===== src/hw/mdu_pkg.sv =====
`default_nettype none

package mdu_pkg;

    // Threads per warp.
    localparam int num_lanes = 4;

    // Pipeline depths in enabled cycles.
    localparam int latency_imul = 3;
    localparam int latency_idiv = 5;

    localparam int istag_bits = 4;

    // Encoding follows funct3 of the M extension.
    typedef enum logic [2:0] {
        op_mul    = 3'd0,
        op_mulh   = 3'd1,
        op_mulhsu = 3'd2,
        op_mulhu  = 3'd3,
        op_div    = 3'd4,
        op_divu   = 3'd5,
        op_rem    = 3'd6,
        op_remu   = 3'd7
    } mdu_op_e;

    typedef logic [istag_bits-1:0] istag_t;

    // Per-lane words at the widths used along the datapath.
    typedef logic [num_lanes-1:0][31:0] lane_data_t;
    typedef logic [num_lanes-1:0][32:0] lane_opnd_t;
    typedef logic [num_lanes-1:0][63:0] lane_prod_t;

    typedef struct packed {
        mdu_op_e    op;
        lane_data_t rs1;
        lane_data_t rs2;
        istag_t     tag;
    } mdu_req_t;

    typedef struct packed {
        istag_t     tag;
        lane_data_t data;
    } mdu_rsp_t;

    // Travels beside the multiplier.
    typedef struct packed {
        istag_t tag;
        logic   take_low;
    } mdu_mul_side_t;

    // Travels beside the divider.
    typedef struct packed {
        istag_t                 tag;
        logic [num_lanes-1:0]   take_quot;
    } mdu_div_side_t;

endpackage

`default_nettype wire


===== src/hw/mdu_commit_ctrl.sv =====
`default_nettype none

module mdu_commit_ctrl (
    input  logic                   mul_out_valid,
    input  mdu_pkg::mdu_mul_side_t mul_out_side,
    input  mdu_pkg::lane_prod_t    product,
    input  logic                   div_out_valid,
    input  mdu_pkg::mdu_div_side_t div_out_side,
    input  mdu_pkg::lane_data_t    quotient,
    input  mdu_pkg::lane_data_t    remainder,
    input  logic                   rsp_ready,
    output logic                   stall_mul,
    output logic                   stall_div,
    output logic                   req_ready,
    output logic                   rsp_valid,
    output mdu_pkg::mdu_rsp_t      rsp
);

    mdu_pkg::lane_data_t mul_data;
    mdu_pkg::lane_data_t div_data;

    assign rsp_valid = mul_out_valid || div_out_valid;

    // Commit port back-pressure freezes everything.
    assign stall_mul = rsp_valid && !rsp_ready;

    // On a collision the divide waits for the multiply.
    assign stall_div = stall_mul || (mul_out_valid && div_out_valid);

    assign req_ready = !(stall_mul || stall_div);

    always_comb begin
        for (int i = 0; i < mdu_pkg::num_lanes; i++) begin
            mul_data[i] = mul_out_side.take_low ? product[i][31:0] : product[i][63:32];
            div_data[i] = div_out_side.take_quot[i] ? quotient[i] : remainder[i];
        end
    end

    assign rsp.tag  = mul_out_valid ? mul_out_side.tag : div_out_side.tag;
    assign rsp.data = mul_out_valid ? mul_data : div_data;

endmodule

`default_nettype wire


===== config.mk =====
export PLATFORM = sky130hd
export DESIGN_NAME = mdu_commit_ctrl
export DESIGN_NICKNAME = d
export VERILOG_FILES = /design/src/hw/mdu_pkg.sv /design/src/hw/mdu_commit_ctrl.sv
export SDC_FILE = /design/constraint.sdc
export NUM_CORES = 1
export LEC_CHECK = 0
export ABC_AREA = 1
export BUFFER_PORTS_ARGS = -buffer_cell sky130_fd_sc_hd__buf_2
export CELL_PAD_IN_SITES_DETAIL_PLACEMENT = 0
export CELL_PAD_IN_SITES_GLOBAL_PLACEMENT = 1
export CORE_AREA = 2 2 255 257
export DETAILED_ROUTE_END_ITERATION = 6
export DIE_AREA = 0 0 257 259
export PLACE_DENSITY_LB_ADDON = 0.1
export SLEW_MARGIN = 30
export SYNTH_ARGS = -nofsm -noshare
export SYNTH_HDL_FRONTEND = slang
export SYNTH_SLANG_ARGS = --single-unit

===== constraint.sdc =====
create_clock -name vclk -period 0.8
set_clock_uncertainty 0.2 [all_clocks]
set_input_delay 0.08 -clock vclk [all_inputs]
set_output_delay 0.08 -clock vclk [all_outputs]
set_load 0.02 [all_outputs]

# After elaboration in Yosys (flattened, before gate mapping)
# Cells that the tools add are included.
# word_totals
reg_bits,0
latch_bits,0
ramBits,0
rom_bits,0
input_bits,528
output_inout_bits,136
elab_cells,17
mem_count,0
# classes
n_addsub,0
multipliers,0
div,0
n_lt_le_gt_ge,0
eq_ne,0
n_shift,0
mux,10
bitwise_logic,0
n_reduce_logical,7
# op_table
operator,count
$mux W32,8
$mux W128,1
$mux W4,1
$logic_or A1 B1 Y1,3
$logic_and A1 B1 Y1,2
$logic_not A1 Y1,2

# Logic depth before layout (Yosys ltp)
# depth
word_depth,5
ltp_mapped,6
mapped_depth_nobuf,4

# Worst setup path before layout
# Ideal clock, no wire load.
# synth_path
kind,input-to-output
start,in mul_out_valid
end,out req_ready
t_arrival_ns,1.064
required_ns,0.520
setup_slack_ns,-0.544
stages,4
path_buffers,1
cell_sequence,buf_4 nor2_1 o21ai_0 inv_1
# synth_via
elab_chain_cells,5
word_cells_on_any_way,6
cone_classes,reduce/logical: 6
# synth_lines
element,line_no,source
from (decl),mdu_commit_ctrl.sv:4,"input logic mul_out_valid,"
$logic_or A1 B1 Y1,mdu_commit_ctrl.sv:22,assign rsp_valid = mul_out_valid || div_out_valid;
$logic_and A1 B1 Y1,mdu_commit_ctrl.sv:25,assign stall_mul = rsp_valid && !rsp_ready;
$logic_or A1 B1 Y1 (*),mdu_commit_ctrl.sv:28,assign stall_div = stall_mul || (mul_out_valid && div_out_valid);
net stall_div,mdu_commit_ctrl.sv:13,"output logic stall_div,"
$logic_or A1 B1 Y1 (*),mdu_commit_ctrl.sv:30,assign req_ready = !(stall_mul || stall_div);
$logic_not A1 Y1 (*),mdu_commit_ctrl.sv:30,
to (decl),mdu_commit_ctrl.sv:14,"output logic req_ready,"
# The timed path passes the listed nets; every way through them passes the cells marked *.

==> tab_implementation.tex <==
\begin{tabular}{lr}
\hline
Metric & Value \\
\hline
\multicolumn{2}{l}{\textbf{Final layout}} \\
Final core utilization & 0.2192 \\
Number of flip-flops and latches & 0 \\
Layout fillers & 7,536 \\
Fraction of final layout cells with drive strength greater than 1 & 0.4906 \\
Count of non-filler cells in the finished layout & 3,099 \\
Final non-filler cell area & 14,000 um2 \\
Synth-to-layout area growth & 122.4\% \\
CLK BUF & 0 \\
Layout net count & 2,754 \\
Storage cell area & 0 um2 \\
\multicolumn{2}{l}{\textbf{Synthesis}} \\
Top cells by area in the synthesized netlist & sky130\_fd\_sc\_hd\_\_nand2\_1 39\%, sky130\_fd\_sc\_hd\_\_inv\_1 31\%, sky130\_fd\_sc\_hd\_\_nand3\_1 20\% \\
Count of yosys warnings during synthesis & 0 \\
Mapped Cells & 1,517 \\
Portion of the post-synthesis area used by sequential elements & 0 \\
Post-synth top area cell & sky130\_fd\_sc\_hd\_\_nand2\_1 \\
Area share of the largest cell type after synthesis & 0.3893 \\
Count of distinct cell types in the synthesized netlist & 11 \\
Post-Synthesis Net Count & 2,045 \\
Mean instance size in the synthesized netlist & 4.150 um2 \\
Post-synthesis instance area & 6296 um2 \\
\multicolumn{2}{l}{\textbf{Global route}} \\
Antenna violations before repair & 42 \\
Global-route wire length before repair & 75,270 um \\
GRT Total Usage & 0.1511 \\
Global routing usage on met1 & 0.1606 \\
Largest net degree at the start of global routing & 33 \\
Global-route met2 utilization & 0.2912 \\
Grt met3 use & 0.05136 \\
Grt peak-use layer & met2 \\
Final global-route overflow total & 0 \\
Vias in the first global route & 11,590 \\
\multicolumn{2}{l}{\textbf{Power and ir drop}} \\
Leakage & 9.154 nW \\
Overall power after layout & 8.377 mW \\
Peak supply drop & 0.2068 mV \\
Ratio of total power to cell area & 598.3 nW/um2 \\
\multicolumn{2}{l}{\textbf{Detailed routing}} \\
Vias post-DR & 11,120 \\
First-pass detailed-route iteration total & 4 \\
Violation count after the first detailed-route iteration & 344 \\
Detailed-route vias per instance & 3.587 \\
Wirelength, routed & 53,850 um \\
Number of nets still failing antenna checks after routing & 0 \\
Wire per inst & 17.38 um \\
Remaining DRCs & 0 \\
\multicolumn{2}{l}{\textbf{Critical path}} \\
Critical setup path kind & input port to primary output \\
Worst Path Required & 0.52 ns \\
Worst path cell trace & buf\_12 -> inv\_16 -> buf\_12 -> buf\_8 -> buf\_8 -> nand2\_2 -> nand3\_2 -> nand2\_2 -> buf\_6 \\
Maximum cell stage delay along the critical path & 0.15 ns \\
Crit path DAT & 1.00 ns \\
Type of origin of the critical path & input port \\
Critical Path Fanout Max & 7 \\
Highest-delay cell along the critical path & sky130\_fd\_sc\_hd\_\_buf\_12 \\
Endpoint type of the worst setup path & primary output \\
\multicolumn{2}{l}{\textbf{Placement}} \\
Pre-CTS setup slack & -0.6241 ns \\
Post-placement cell count & 3,044 \\
Total placed instance area & 11,870 um2 \\
Total half-perimeter wirelength after legalization and detailed placement & 43,720 um \\
Number of buffer cells added on primary ports & 664 \\
Final weighted congestion of routability-driven global placement & 0.8704 \\
\multicolumn{2}{l}{\textbf{Die}} \\
Site Rows & 93 \\
Horizontal die dimension & 257 um \\
Num ports & 664 \\
Effective utilization at floorplan & 0.09856 \\
Area of the die & 66,560 um2 \\
Die span in y & 259 um \\
Core region area & 63,880 um2 \\
\multicolumn{2}{l}{\textbf{Clock tree}} \\
Number of buffers added to fix hold violations after cts & 0 \\
\multicolumn{2}{l}{\textbf{STA}} \\
Final setup TNS & -56.16 ns \\
Min setup slack post-route & -0.4836 ns \\
Tightest Pin Transition & 0.3198 ns \\
Fmax achieved & 779.0 MHz \\
Setup repair after global routing missed its margin & true \\
Max-slew violations & 0 \\
Total setup violations reported at the end of the flow & 136 \\
Count of endpoints failing hold in the final timing report & 0 \\
Slew margin rel. & 0.7868 \\
Period utilization & 1.605 \\
Post-route minimum period & 1.284 ns \\
Final Hold Slack & 0.2330 ns \\
\multicolumn{2}{l}{\textbf{Min path}} \\
Critical hold path startpoint & rsp\_ready \\
End point of the most critical hold path & stall\_mul \\
Instance count along the most critical hold path & 3 \\
Path type of the worst min-delay path & input port to primary output \\
\multicolumn{2}{l}{\textbf{Outcome}} \\
Status & complete, but fails checks \\
Violated checks & negative setup slack \\
\multicolumn{2}{l}{\textbf{Run}} \\
Max Cap Viol & 0 \\
\hline
\end{tabular}
==> cell type report <==
cell class | count | area (um2) | area share
multi-input cells | 912 | 5045 | 0.3603
repair buffers | 792 | 5826 | 0.4160
well taps | 855 | 1070 | 0.07640
inverters | 520 | 2012 | 0.1437
diodes | 20 | 50.05 | 0.003574
==> cells by family after synthesis <==
group | after synthesis | share of synthesized area
compound gates | 1 | 0.0007942
simple gates | 911 | 0.5940
buf+inv | 605 | 0.4052
==> worst max-delay path, delay by kind of cell <==
family | cells | cell delay (ns)
buffers and inverters | 6 | 0.73
and+or+nand+nor | 3 | 0.18
==> synthesized netlist by cell type <==
library cell	instances
sky130_fd_sc_hd__buf_2	45
sky130_fd_sc_hd__inv_1	518
sky130_fd_sc_hd__clkbuf_1	2
sky130_fd_sc_hd__buf_4	17
sky130_fd_sc_hd__o21ai_0	1
sky130_fd_sc_hd__nor2_1	2
sky130_fd_sc_hd__inv_2	1
sky130_fd_sc_hd__buf_6	21
sky130_fd_sc_hd__nand3_1	256
sky130_fd_sc_hd__inv_4	1
sky130_fd_sc_hd__nand2_1	653
==> routing by layer <==
layer | wire length, um | vias to the layer above
met2 | 28240 | 372
li1 | - | 5673
met3 | 4436 | 66
met5 | 234 | -
met1 | 20180 | 4964
met4 | 767 | 40
==> how the worst max path moves through the flow <==
stage / startpoint / end / depth (start not counted)
after floorplan: mul_out_valid / rsp[102] / 6
after global placement: mul_out_side[0] / rsp[65] / 7
after detailed placement: mul_out_side[0] / rsp[95] / 7
after CTS: mul_out_side[0] / rsp[92] / 9
after global routing: mul_out_side[0] / rsp[83] / 9
final: mul_out_side[0] / rsp[125] / 9
==> power breakdown <==
part,switching [mW],total (mW),internal (mW)
logic,4.46,8.38,3.92
clock network,0,0.00000335,0.00000335
registers,0,0,0
==> cell usage in the layout, fill, tap and decap left out, types with 30 or more instances in the layout <==
master and n:
sky130_fd_sc_hd__nand2_4 30, sky130_fd_sc_hd__buf_2 554, sky130_fd_sc_hd__nand3_1 148, sky130_fd_sc_hd__buf_4 87
sky130_fd_sc_hd__inv_1 513, sky130_fd_sc_hd__nand3_2 89, sky130_fd_sc_hd__nand2_2 151, sky130_fd_sc_hd__buf_12 36
sky130_fd_sc_hd__buf_6 86, sky130_fd_sc_hd__nand2_1 472
==> what timing repair did <==
action                                  CTS  global route
endpoints found under the setup margin  136           136
gates cloned                             12             6
pin swaps                                17            11
resized for setup                       275           141
buffers inserted                         20             2
Power figures use the tool's default switching activity.
