$ cat config.mk
export PLATFORM = sky130hd
export DESIGN_NAME = mdu_operand_prep
export DESIGN_NICKNAME = d
export VERILOG_FILES = /design/src/hw/mdu_pkg.sv /design/src/hw/mdu_operand_prep.sv
export SDC_FILE = /design/constraint.sdc
export NUM_CORES = 1
export LEC_CHECK = 0
export BUFFER_PORTS_ARGS = -buffer_cell sky130_fd_sc_hd__buf_2
export CAP_MARGIN = 20
export CORE_AREA = 2 2 313 315
export DETAILED_ROUTE_END_ITERATION = 12
export DIE_AREA = 0 0 315 317
export GPL_TIMING_DRIVEN = 1
export PLACE_DENSITY_LB_ADDON = 0.15
export SLEW_MARGIN = 20
export SYNTH_ARGS = -nofsm -noshare
export SYNTH_HDL_FRONTEND = slang
export SYNTH_SLANG_ARGS = --single-unit
$ cat constraint.sdc
create_clock -name vclk -period 2
set_input_delay 0.3 -clock vclk [all_inputs]
set_output_delay 0.3 -clock vclk [all_outputs]
set_load 0.01 [all_outputs]
$ cat src/hw/mdu_pkg.sv
`default_nettype none

package mdu_pkg;

    // Threads per warp.
    localparam int num_lanes = 4;

    // Pipeline depths in enabled cycles.
    localparam int latency_imul = 3;
    localparam int latency_idiv = 5;

    localparam int istag_bits = 4;

    // Encoding follows funct3 of the M extension.
    typedef enum logic [2:0] {
        op_mul    = 3'd0,
        op_mulh   = 3'd1,
        op_mulhsu = 3'd2,
        op_mulhu  = 3'd3,
        op_div    = 3'd4,
        op_divu   = 3'd5,
        op_rem    = 3'd6,
        op_remu   = 3'd7
    } mdu_op_e;

    typedef logic [istag_bits-1:0] istag_t;

    // Per-lane words at the widths used along the datapath.
    typedef logic [num_lanes-1:0][31:0] lane_data_t;
    typedef logic [num_lanes-1:0][32:0] lane_opnd_t;
    typedef logic [num_lanes-1:0][63:0] lane_prod_t;

    typedef struct packed {
        mdu_op_e    op;
        lane_data_t rs1;
        lane_data_t rs2;
        istag_t     tag;
    } mdu_req_t;

    typedef struct packed {
        istag_t     tag;
        lane_data_t data;
    } mdu_rsp_t;

    // Travels beside the multiplier.
    typedef struct packed {
        istag_t tag;
        logic   take_low;
    } mdu_mul_side_t;

    // Travels beside the divider.
    typedef struct packed {
        istag_t                 tag;
        logic [num_lanes-1:0]   take_quot;
    } mdu_div_side_t;

endpackage

`default_nettype wire

$ cat src/hw/mdu_operand_prep.sv
`default_nettype none

module mdu_operand_prep (
    input  logic                   req_valid,
    input  mdu_pkg::mdu_req_t      req,
    output logic                   mul_valid,
    output logic                   div_valid,
    output mdu_pkg::lane_opnd_t    mul_a,
    output mdu_pkg::lane_opnd_t    mul_b,
    output mdu_pkg::lane_opnd_t    div_n,
    output mdu_pkg::lane_opnd_t    div_d,
    output mdu_pkg::mdu_mul_side_t mul_side,
    output mdu_pkg::mdu_div_side_t div_side
);

    logic is_div;
    logic is_quot;
    logic mul_a_signed;
    logic mul_b_signed;
    logic div_signed;

    assign is_div  = req.op inside {mdu_pkg::op_div, mdu_pkg::op_divu,
                                    mdu_pkg::op_rem, mdu_pkg::op_remu};
    assign is_quot = req.op inside {mdu_pkg::op_div, mdu_pkg::op_divu};

    // MULHSU keeps rs1 signed only.
    assign mul_a_signed = (req.op != mdu_pkg::op_mulhu);
    assign mul_b_signed = req.op inside {mdu_pkg::op_mul, mdu_pkg::op_mulh};
    assign div_signed   = req.op inside {mdu_pkg::op_div, mdu_pkg::op_rem};

    assign mul_valid = req_valid && !is_div;
    assign div_valid = req_valid && is_div;

    always_comb begin
        mul_side.tag      = req.tag;
        mul_side.take_low = (req.op == mdu_pkg::op_mul);
        div_side.tag      = req.tag;

        for (int i = 0; i < mdu_pkg::num_lanes; i++) begin
            mul_a[i] = {mul_a_signed & req.rs1[i][31], req.rs1[i]};
            mul_b[i] = {mul_b_signed & req.rs2[i][31], req.rs2[i]};
            div_n[i] = {div_signed & req.rs1[i][31], req.rs1[i]};
            div_d[i] = {div_signed & req.rs2[i][31], req.rs2[i]};
            div_side.take_quot[i] = is_quot;

            // Zero divisor, so divide by one instead.
            if (req.rs2[i] == 32'd0) begin
                div_d[i] = 33'd1;
                if (is_quot) begin
                    div_n[i] = {1'b0, 32'hffff_ffff};
                end else begin
                    // Quotient of n / 1 is the dividend.
                    div_side.take_quot[i] = 1'b1;
                end
            end
        end
    end

endmodule

`default_nettype wire

# Word-level counts from Yosys, hierarchy flattened
# Index checks and enable logic that the tools add are counted.
dict set report word_totals {
  ff_bits 0
  in_bits 264
  output_inout_bits 543
  elab_cells 50
}
dict set report classes {
  eq_ne 6
  mux 16
  n_bitwise 16
  n_reduce_logical 12
}
# operator n
set ops {}
lappend ops {{$mux 33} 12}
lappend ops {{$logic_not 32->1} 4}
lappend ops {{$and 1x1->1} 16}
lappend ops {{$eq 3x3->1 const B} 4}
lappend ops {{$reduce_bool 2->1} 3}
lappend ops {{$mux 1} 4}
lappend ops {{$reduce_bool 4->1} 1}
lappend ops {{$eq 3x1->1 const B} 1}
lappend ops {{$logic_not 3->1} 1}
lappend ops {{$ne 3x2->1 const B} 1}
lappend ops {{$logic_and 1x1->1} 2}
lappend ops {{$logic_not 1->1} 1}

# Depth between registers and ports, before layout
# Gate-level depths: netlist (run 1).
dict set report depth {
  depth_word 5
  mapped_depth 5
  depth_no_buf 3
}

# Least setup slack after synthesis (run 1)
# No wires, ideal clock.
dict set report synth_timing {
  kind {input -> output}
  from {input port req[31] (netlist bit)}
  to {output port div_n[0] (netlist bit)}
  arrival_ns 1.323
  required_ns 1.700
  slack_ns 0.377
  stages 4
  path_buffers 1
  cell_sequence {nor4_2 -> nand4_4 -> buf_6 -> o31ai_2}
}
# item line_no
set synth_lines {}
lappend synth_lines {{from (decl)} mdu_operand_prep.sv:5} ;# input mdu_pkg::mdu_req_t req,
lappend synth_lines {{to (decl)} mdu_operand_prep.sv:10} ;# output mdu_pkg::lane_opnd_t div_n,

==> out/qor.yml, run 1 <==
status: "complete, but fails checks"
violations: "setup timing"
vias_per_cell: 2.68
start_util_pct: 5.73
synth_top_area_cell: "buf_4"
fmax_ghz: 0.481
grt_usage_pct: 6.68
yosysSeqAreaShare_pct: 0
pin_count: 807
grt_pass1_vias: 6716
p_leak_nw: 5.53
critPathKind: "primary input to output port"
cp-endpoint: "div_n[119]"
cp-start-kind: "primary input"
drv_slew: 0
n_clock_buffer: 0
synthesis.nets: 1018
post_dp_cell_area_um2: 9380
antenna_found_initial: 7
synth_area_leaders: "buf_4, o31ai_2, inv_1"
crit_arrival_ns: 1.78
nets: 1540
area_delta_synth_final_pct: 106
vias: 6854
synth_cells: 754
ys_warn_count: 0
chipWidth_um: 315
crit_required_ns: 1.70
synth.cell_area_um2: 5520
power_w: 0.00202
hold_violations: 0
design.seq.count: 0
die-area_um2: 99900
grt_overflow: 0
drt_iter0_markers: 181
rsz0062_at_grt: "true"
place.gp.congestion: 0.803
regArea_um2: 0
crit_path_end_kind: "output port"
drt_wl_total_um: 38200
syn_avg_cell_area_um2: 7.32
dr.pass1.iters: 4
rows: 114
port_buffers: 795
power_per_cell_area_nw_per_um2: 178
finalCriticalPeriod_ns: 2.08
finalCritPeriodShare_pct: 104
setup_violations: 63
maxCapViolCount: 0
synth.top_cell.area_share_pct: 36.4
core_um2: 96300
final_cell_mix: "buf_2, inv_1, buf_4"
max_slew_margin_pct: 70.9
drive_gt1_share_pct: 87.9
wire_per_inst_um: 15.0
ir_drop_mv: 0.0616
ant_nets: 0
layout_commonest_cell: "buf_2"
die_h_um: 317
crit_path_start: "req[120]"
grt_pass1_wl_um: 48600
synthDistinctLibCells: 21
path_max_fanout: 7
setup_slack_ns: -0.0770
cts_hold_buf: 0
hold_class: "primary input to output port"
drc: 0
grt_max_degree: 37
final_area_um2: 11300
dpl.hpwl_um: 31900
tightestPinTransition_ns: 0.437
## timing repair
action                     in CTS  in global routing
gates cloned                   10                  0
gates resized for setup       113                165
setup buffers                  15                 14
setup endpoints to repair      97                139
pin swaps                     102                 50
## cell usage after synthesis, types with 8 or more instances
| master | n |
|---|---|
| buf_4 | 268 |
| inv_1 | 128 |
| clkbuf_1 | 117 |
| o31ai_2 | 112 |
| buf_6 | 24 |
| nor4_2 | 24 |
| o31ai_1 | 16 |
| buf_2 | 14 |
| and2_1 | 13 |
| nor4_1 | 8 |
## worst max-delay path, cell delays in order
cell and delay [ns]:
buf_8 0.10, nor4_4 0.30, buf_4 0.17, nand4_4 0.07
buf_12 0.17, buf_16 0.15, buf_8 0.14, o31ai_4 0.16
buf_2 0.17
## layer usage
layer	wire length [um]	GRT usage (%)	vias up	share of wire (%)
li1	-	-	3159	-
met1	14100	7.56	3241	37
met2	20500	12.9	421	54
met3	2790	1.23	31	7.3
met4	790	1.27	2	2.1
met5	13	0	-	0.034
## kinds of logic (layout without fill, tap and decap cells)
| group | Yosys count | in the layout | synth area share [%] |
|---|---|---|---|
| buffers and inverters | 555 | 1075 | 59.9 |
| AO/OA/AOI/OAI | 140 | 140 | 29.2 |
| AND/OR/NAND/NOR | 59 | 59 | 10.9 |
| other | 0 | 3 | 0 |
## power breakdown
group / internal [W] / switching [W]
sequential: 0 / 0
clock: 0.000000000172 / 0
combinational: 0.000901 / 0.00112
total: 0.000901 / 0.00112
## through the flow
step	TNS [ns]	hold slack (ns)	utilization (%)	instances	setup WS (ns)
2_1_floorplan	0	0.646	-	754	0.377
3_3_place_gp	-8.87	0.600	9.74	2524	-0.295
3_5_place_dp	-9.45	0.600	9.74	2524	-0.309
4_1_cts	-6.66	0.600	10.8	2543	-0.148
5_1_grt	-11.29	0.600	11.8	2552	-0.174
6_report	-1.71	0.600	11.8	2553	-0.0770
## layout make-up
| cell class | count | area [um2] |
|---|---|---|
| Multi-Input combinational cell | 199 | 3280 |
| Antenna cell | 3 | 7.51 |
| Inverter | 128 | 480 |
| Tap cell | 1276 | 1600 |
| Timing Repair Buffer | 947 | 5980 |
| Fill cell | 11200 | 84900 |
## how the worst min path moves through the flow
stage,startpoint,to,slack (ns),depth (start not counted)
after floorplan,req[262],mul_valid,0.65,1
after global placement,req[0],mul_side[1],0.60,0
after detailed placement,req[0],mul_side[1],0.60,0
after CTS,req[0],mul_side[1],0.60,0
after global routing,req[3],mul_side[4],0.60,0
final,req[3],div_side[7],0.60,0
No activity file was read; power rests on OpenSTA's default activity.
==> run 2, diff against run 1 <==
- SETUP_SLACK_MARGIN: not set -> 0.15
==> out/qor.yml, run 2 (synthesized netlist as in run 1, its figures left out) <==
ir_drop_mv: 0.0679  # +10%
layout_commonest_cell: "buf_2"
grt_usage_pct: 6.84  # +0.16 points
dpl.hpwl_um: 31900  # unchanged
area_delta_synth_final_pct: 116
violations: "setup timing"
crit_chain: "buf_8 -> nor4_4 -> buf_4 -> nand4_4 -> buf_12 -> buf_16 -> buf_6 -> o31ai_2 -> buf_2"
drt_iter0_markers: 151  # -17%
status: "complete, but fails checks"
crit_required_ns: 1.70  # about the same
max_slew_margin_pct: 70.5  # -0.40 points
hold_violations: 0  # unchanged
dr.pass1.iters: 4  # unchanged
die_h_um: 317  # unchanged
cp-start-kind: "primary input"
slowest_stage: "nor4_4"
start_util_pct: 5.73  # unchanged
nets: 1555  # +0.97%
place.gp.congestion: 0.803  # unchanged
nFillCells: 11100  # -0.35%
min_path_cells: 0  # unchanged
final_core_util_pct: 12.4  # +0.59 points
antenna_found_initial: 8  # +1
drv_slew: 0  # unchanged
die-area_um2: 99900  # unchanged
hold_ws_ns: 0.600  # unchanged
finalCriticalPeriod_ns: 2.08  # -0.000878 ns
final_cell_mix: "buf_2, inv_1, o31ai_4"
critPathKind: "primary input to output port"
n_clock_buffer: 0  # unchanged
chipWidth_um: 315  # unchanged
setup_slack_ns: -0.0761  # +0.000878 ns
maxCapViolCount: 0  # unchanged
drive_gt1_share_pct: 88.2  # +0.30 points
multi_input_area_um2: 3510  # +7.0%
wire_per_inst_um: 15.2  # +1.5%
core_um2: 96300  # unchanged
post_dp_cell_area_um2: 9380  # unchanged
crit_arrival_ns: 1.78  # about the same
pin_count: 807  # unchanged
fmax_ghz: 0.482  # about the same
port_buffers: 795  # unchanged
max_stage_delay_ns: 0.30  # about the same
rsz0062_at_grt: "true"
vias: 6966  # +1.6%
grt_max_degree: 37  # unchanged
min-delay-start: "req[3]"
finalCritPeriodShare_pct: 104  # about the same
cts_hold_buf: 0  # unchanged
vias_per_cell: 2.71  # +1.0%
p_leak_nw: 5.71  # +3.4%
crit_path_start: "req[120]"
ant_nets: 0  # unchanged
whs_endpoint: "div_side[7]"
power_per_cell_area_nw_per_um2: 175  # -1.7%
regArea_um2: 0  # unchanged
rows: 114  # unchanged
grt_overflow: 0  # unchanged
path_max_fanout: 7  # unchanged
final_area_um2: 11900  # +5.0%
pre_cts_slack_ns: -0.309  # unchanged
drt_wl_total_um: 39000  # +2.1%
design.seq.count: 0  # unchanged
grt_pass1_wl_um: 49600  # +2.1%
drc: 0  # unchanged
setup_violations: 77  # +22%
crit_path_end_kind: "output port"
tightestPinTransition_ns: 0.443  # +0.00598 ns
grt_pass1_vias: 6820  # +1.5%
hold_class: "primary input to output port"
run 2: changes by cell type in the layout (fill, tap and decap cells not counted), moves of 3 or more:
| cell | before | now |
|---|---|---|
| buf_16 | 8 | 17 |
| o31ai_4 | 82 | 100 |
| nor4_4 | 20 | 25 |
| buf_8 | 19 | 15 |
| nor4_2 | 10 | 7 |
| buf_6 | 48 | 73 |
| o31ai_2 | 45 | 27 |
| buf_2 | 756 | 743 |
run 2: area by class of cell:
| class | instances | share of cell area, % |
|---|---|---|
| antenna | 4 | 0.0840 |
| inverter | 128 | 4.03 |
| multi-input combinational | 199 | 29.5 |
| tap | 1276 | 13.4 |
| timing repair buffer | 962 | 53.0 |
run 2: worst max-delay path, delay by kind of cell:
family / cells / cell delay (ns)
compound gates: 1 / 0.17
buf+inv: 6 / 0.90
simple gates: 2 / 0.37
run 2: how the worst max path moves through the flow:
| stage | cells past startpoint | slack, ns | end |
|---|---|---|---|
| CTS | 9 | -0.15 | div_n[119] |
| detailed placement | 8 | -0.31 | div_n[16] |
| global placement | 8 | -0.29 | div_n[16] |
| finish | 9 | -0.08 | div_n[118] |
| global route | 9 | -0.19 | div_n[118] |
| floorplan | 4 | 0.38 | div_n[0] |
run 2: timing repair:
item / CTS / global route
cloned: 14 / 2
gates resized for setup: 191 / 118
pin swaps: 130 / 33
endpoints found under the hold margin: 0 / 0
endpoints found under the setup margin: 140 / 140
setup buffers: 22 / 3
run 2: routing by layer:
| layer | part of all wire (%) | track usage, % |
|---|---|---|
| met1 | 37 | 7.81 |
| met2 | 53 | 13.2 |
| met3 | 7.5 | 1.32 |
| met4 | 1.7 | 1.14 |
| met5 | 0.033 | 0 |
run 2: stage by stage:
step / power (W) / std cells / setup TNS, ns
after floorplan: 0.00107 / 754 / 0
final: 0.00208 / 2569 / -1.82
after detailed placement: 0.00184 / 2524 / -9.45
after CTS: 0.00200 / 2560 / -6.47
after global routing: 0.00223 / 2568 / -11.97
after global placement: 0.00187 / 2524 / -8.87
run 2: power by group:
| part | leakage, nW | internal [W] | switching (W) | total (W) |
|---|---|---|---|---|
| logic | 5.71 | 0.000936 | 0.00115 | 0.00208 |
| clock network | 0.0000238 | 0.000000000239 | 0 | 0.000000000239 |
| registers | 0 | 0 | 0 | 0 |
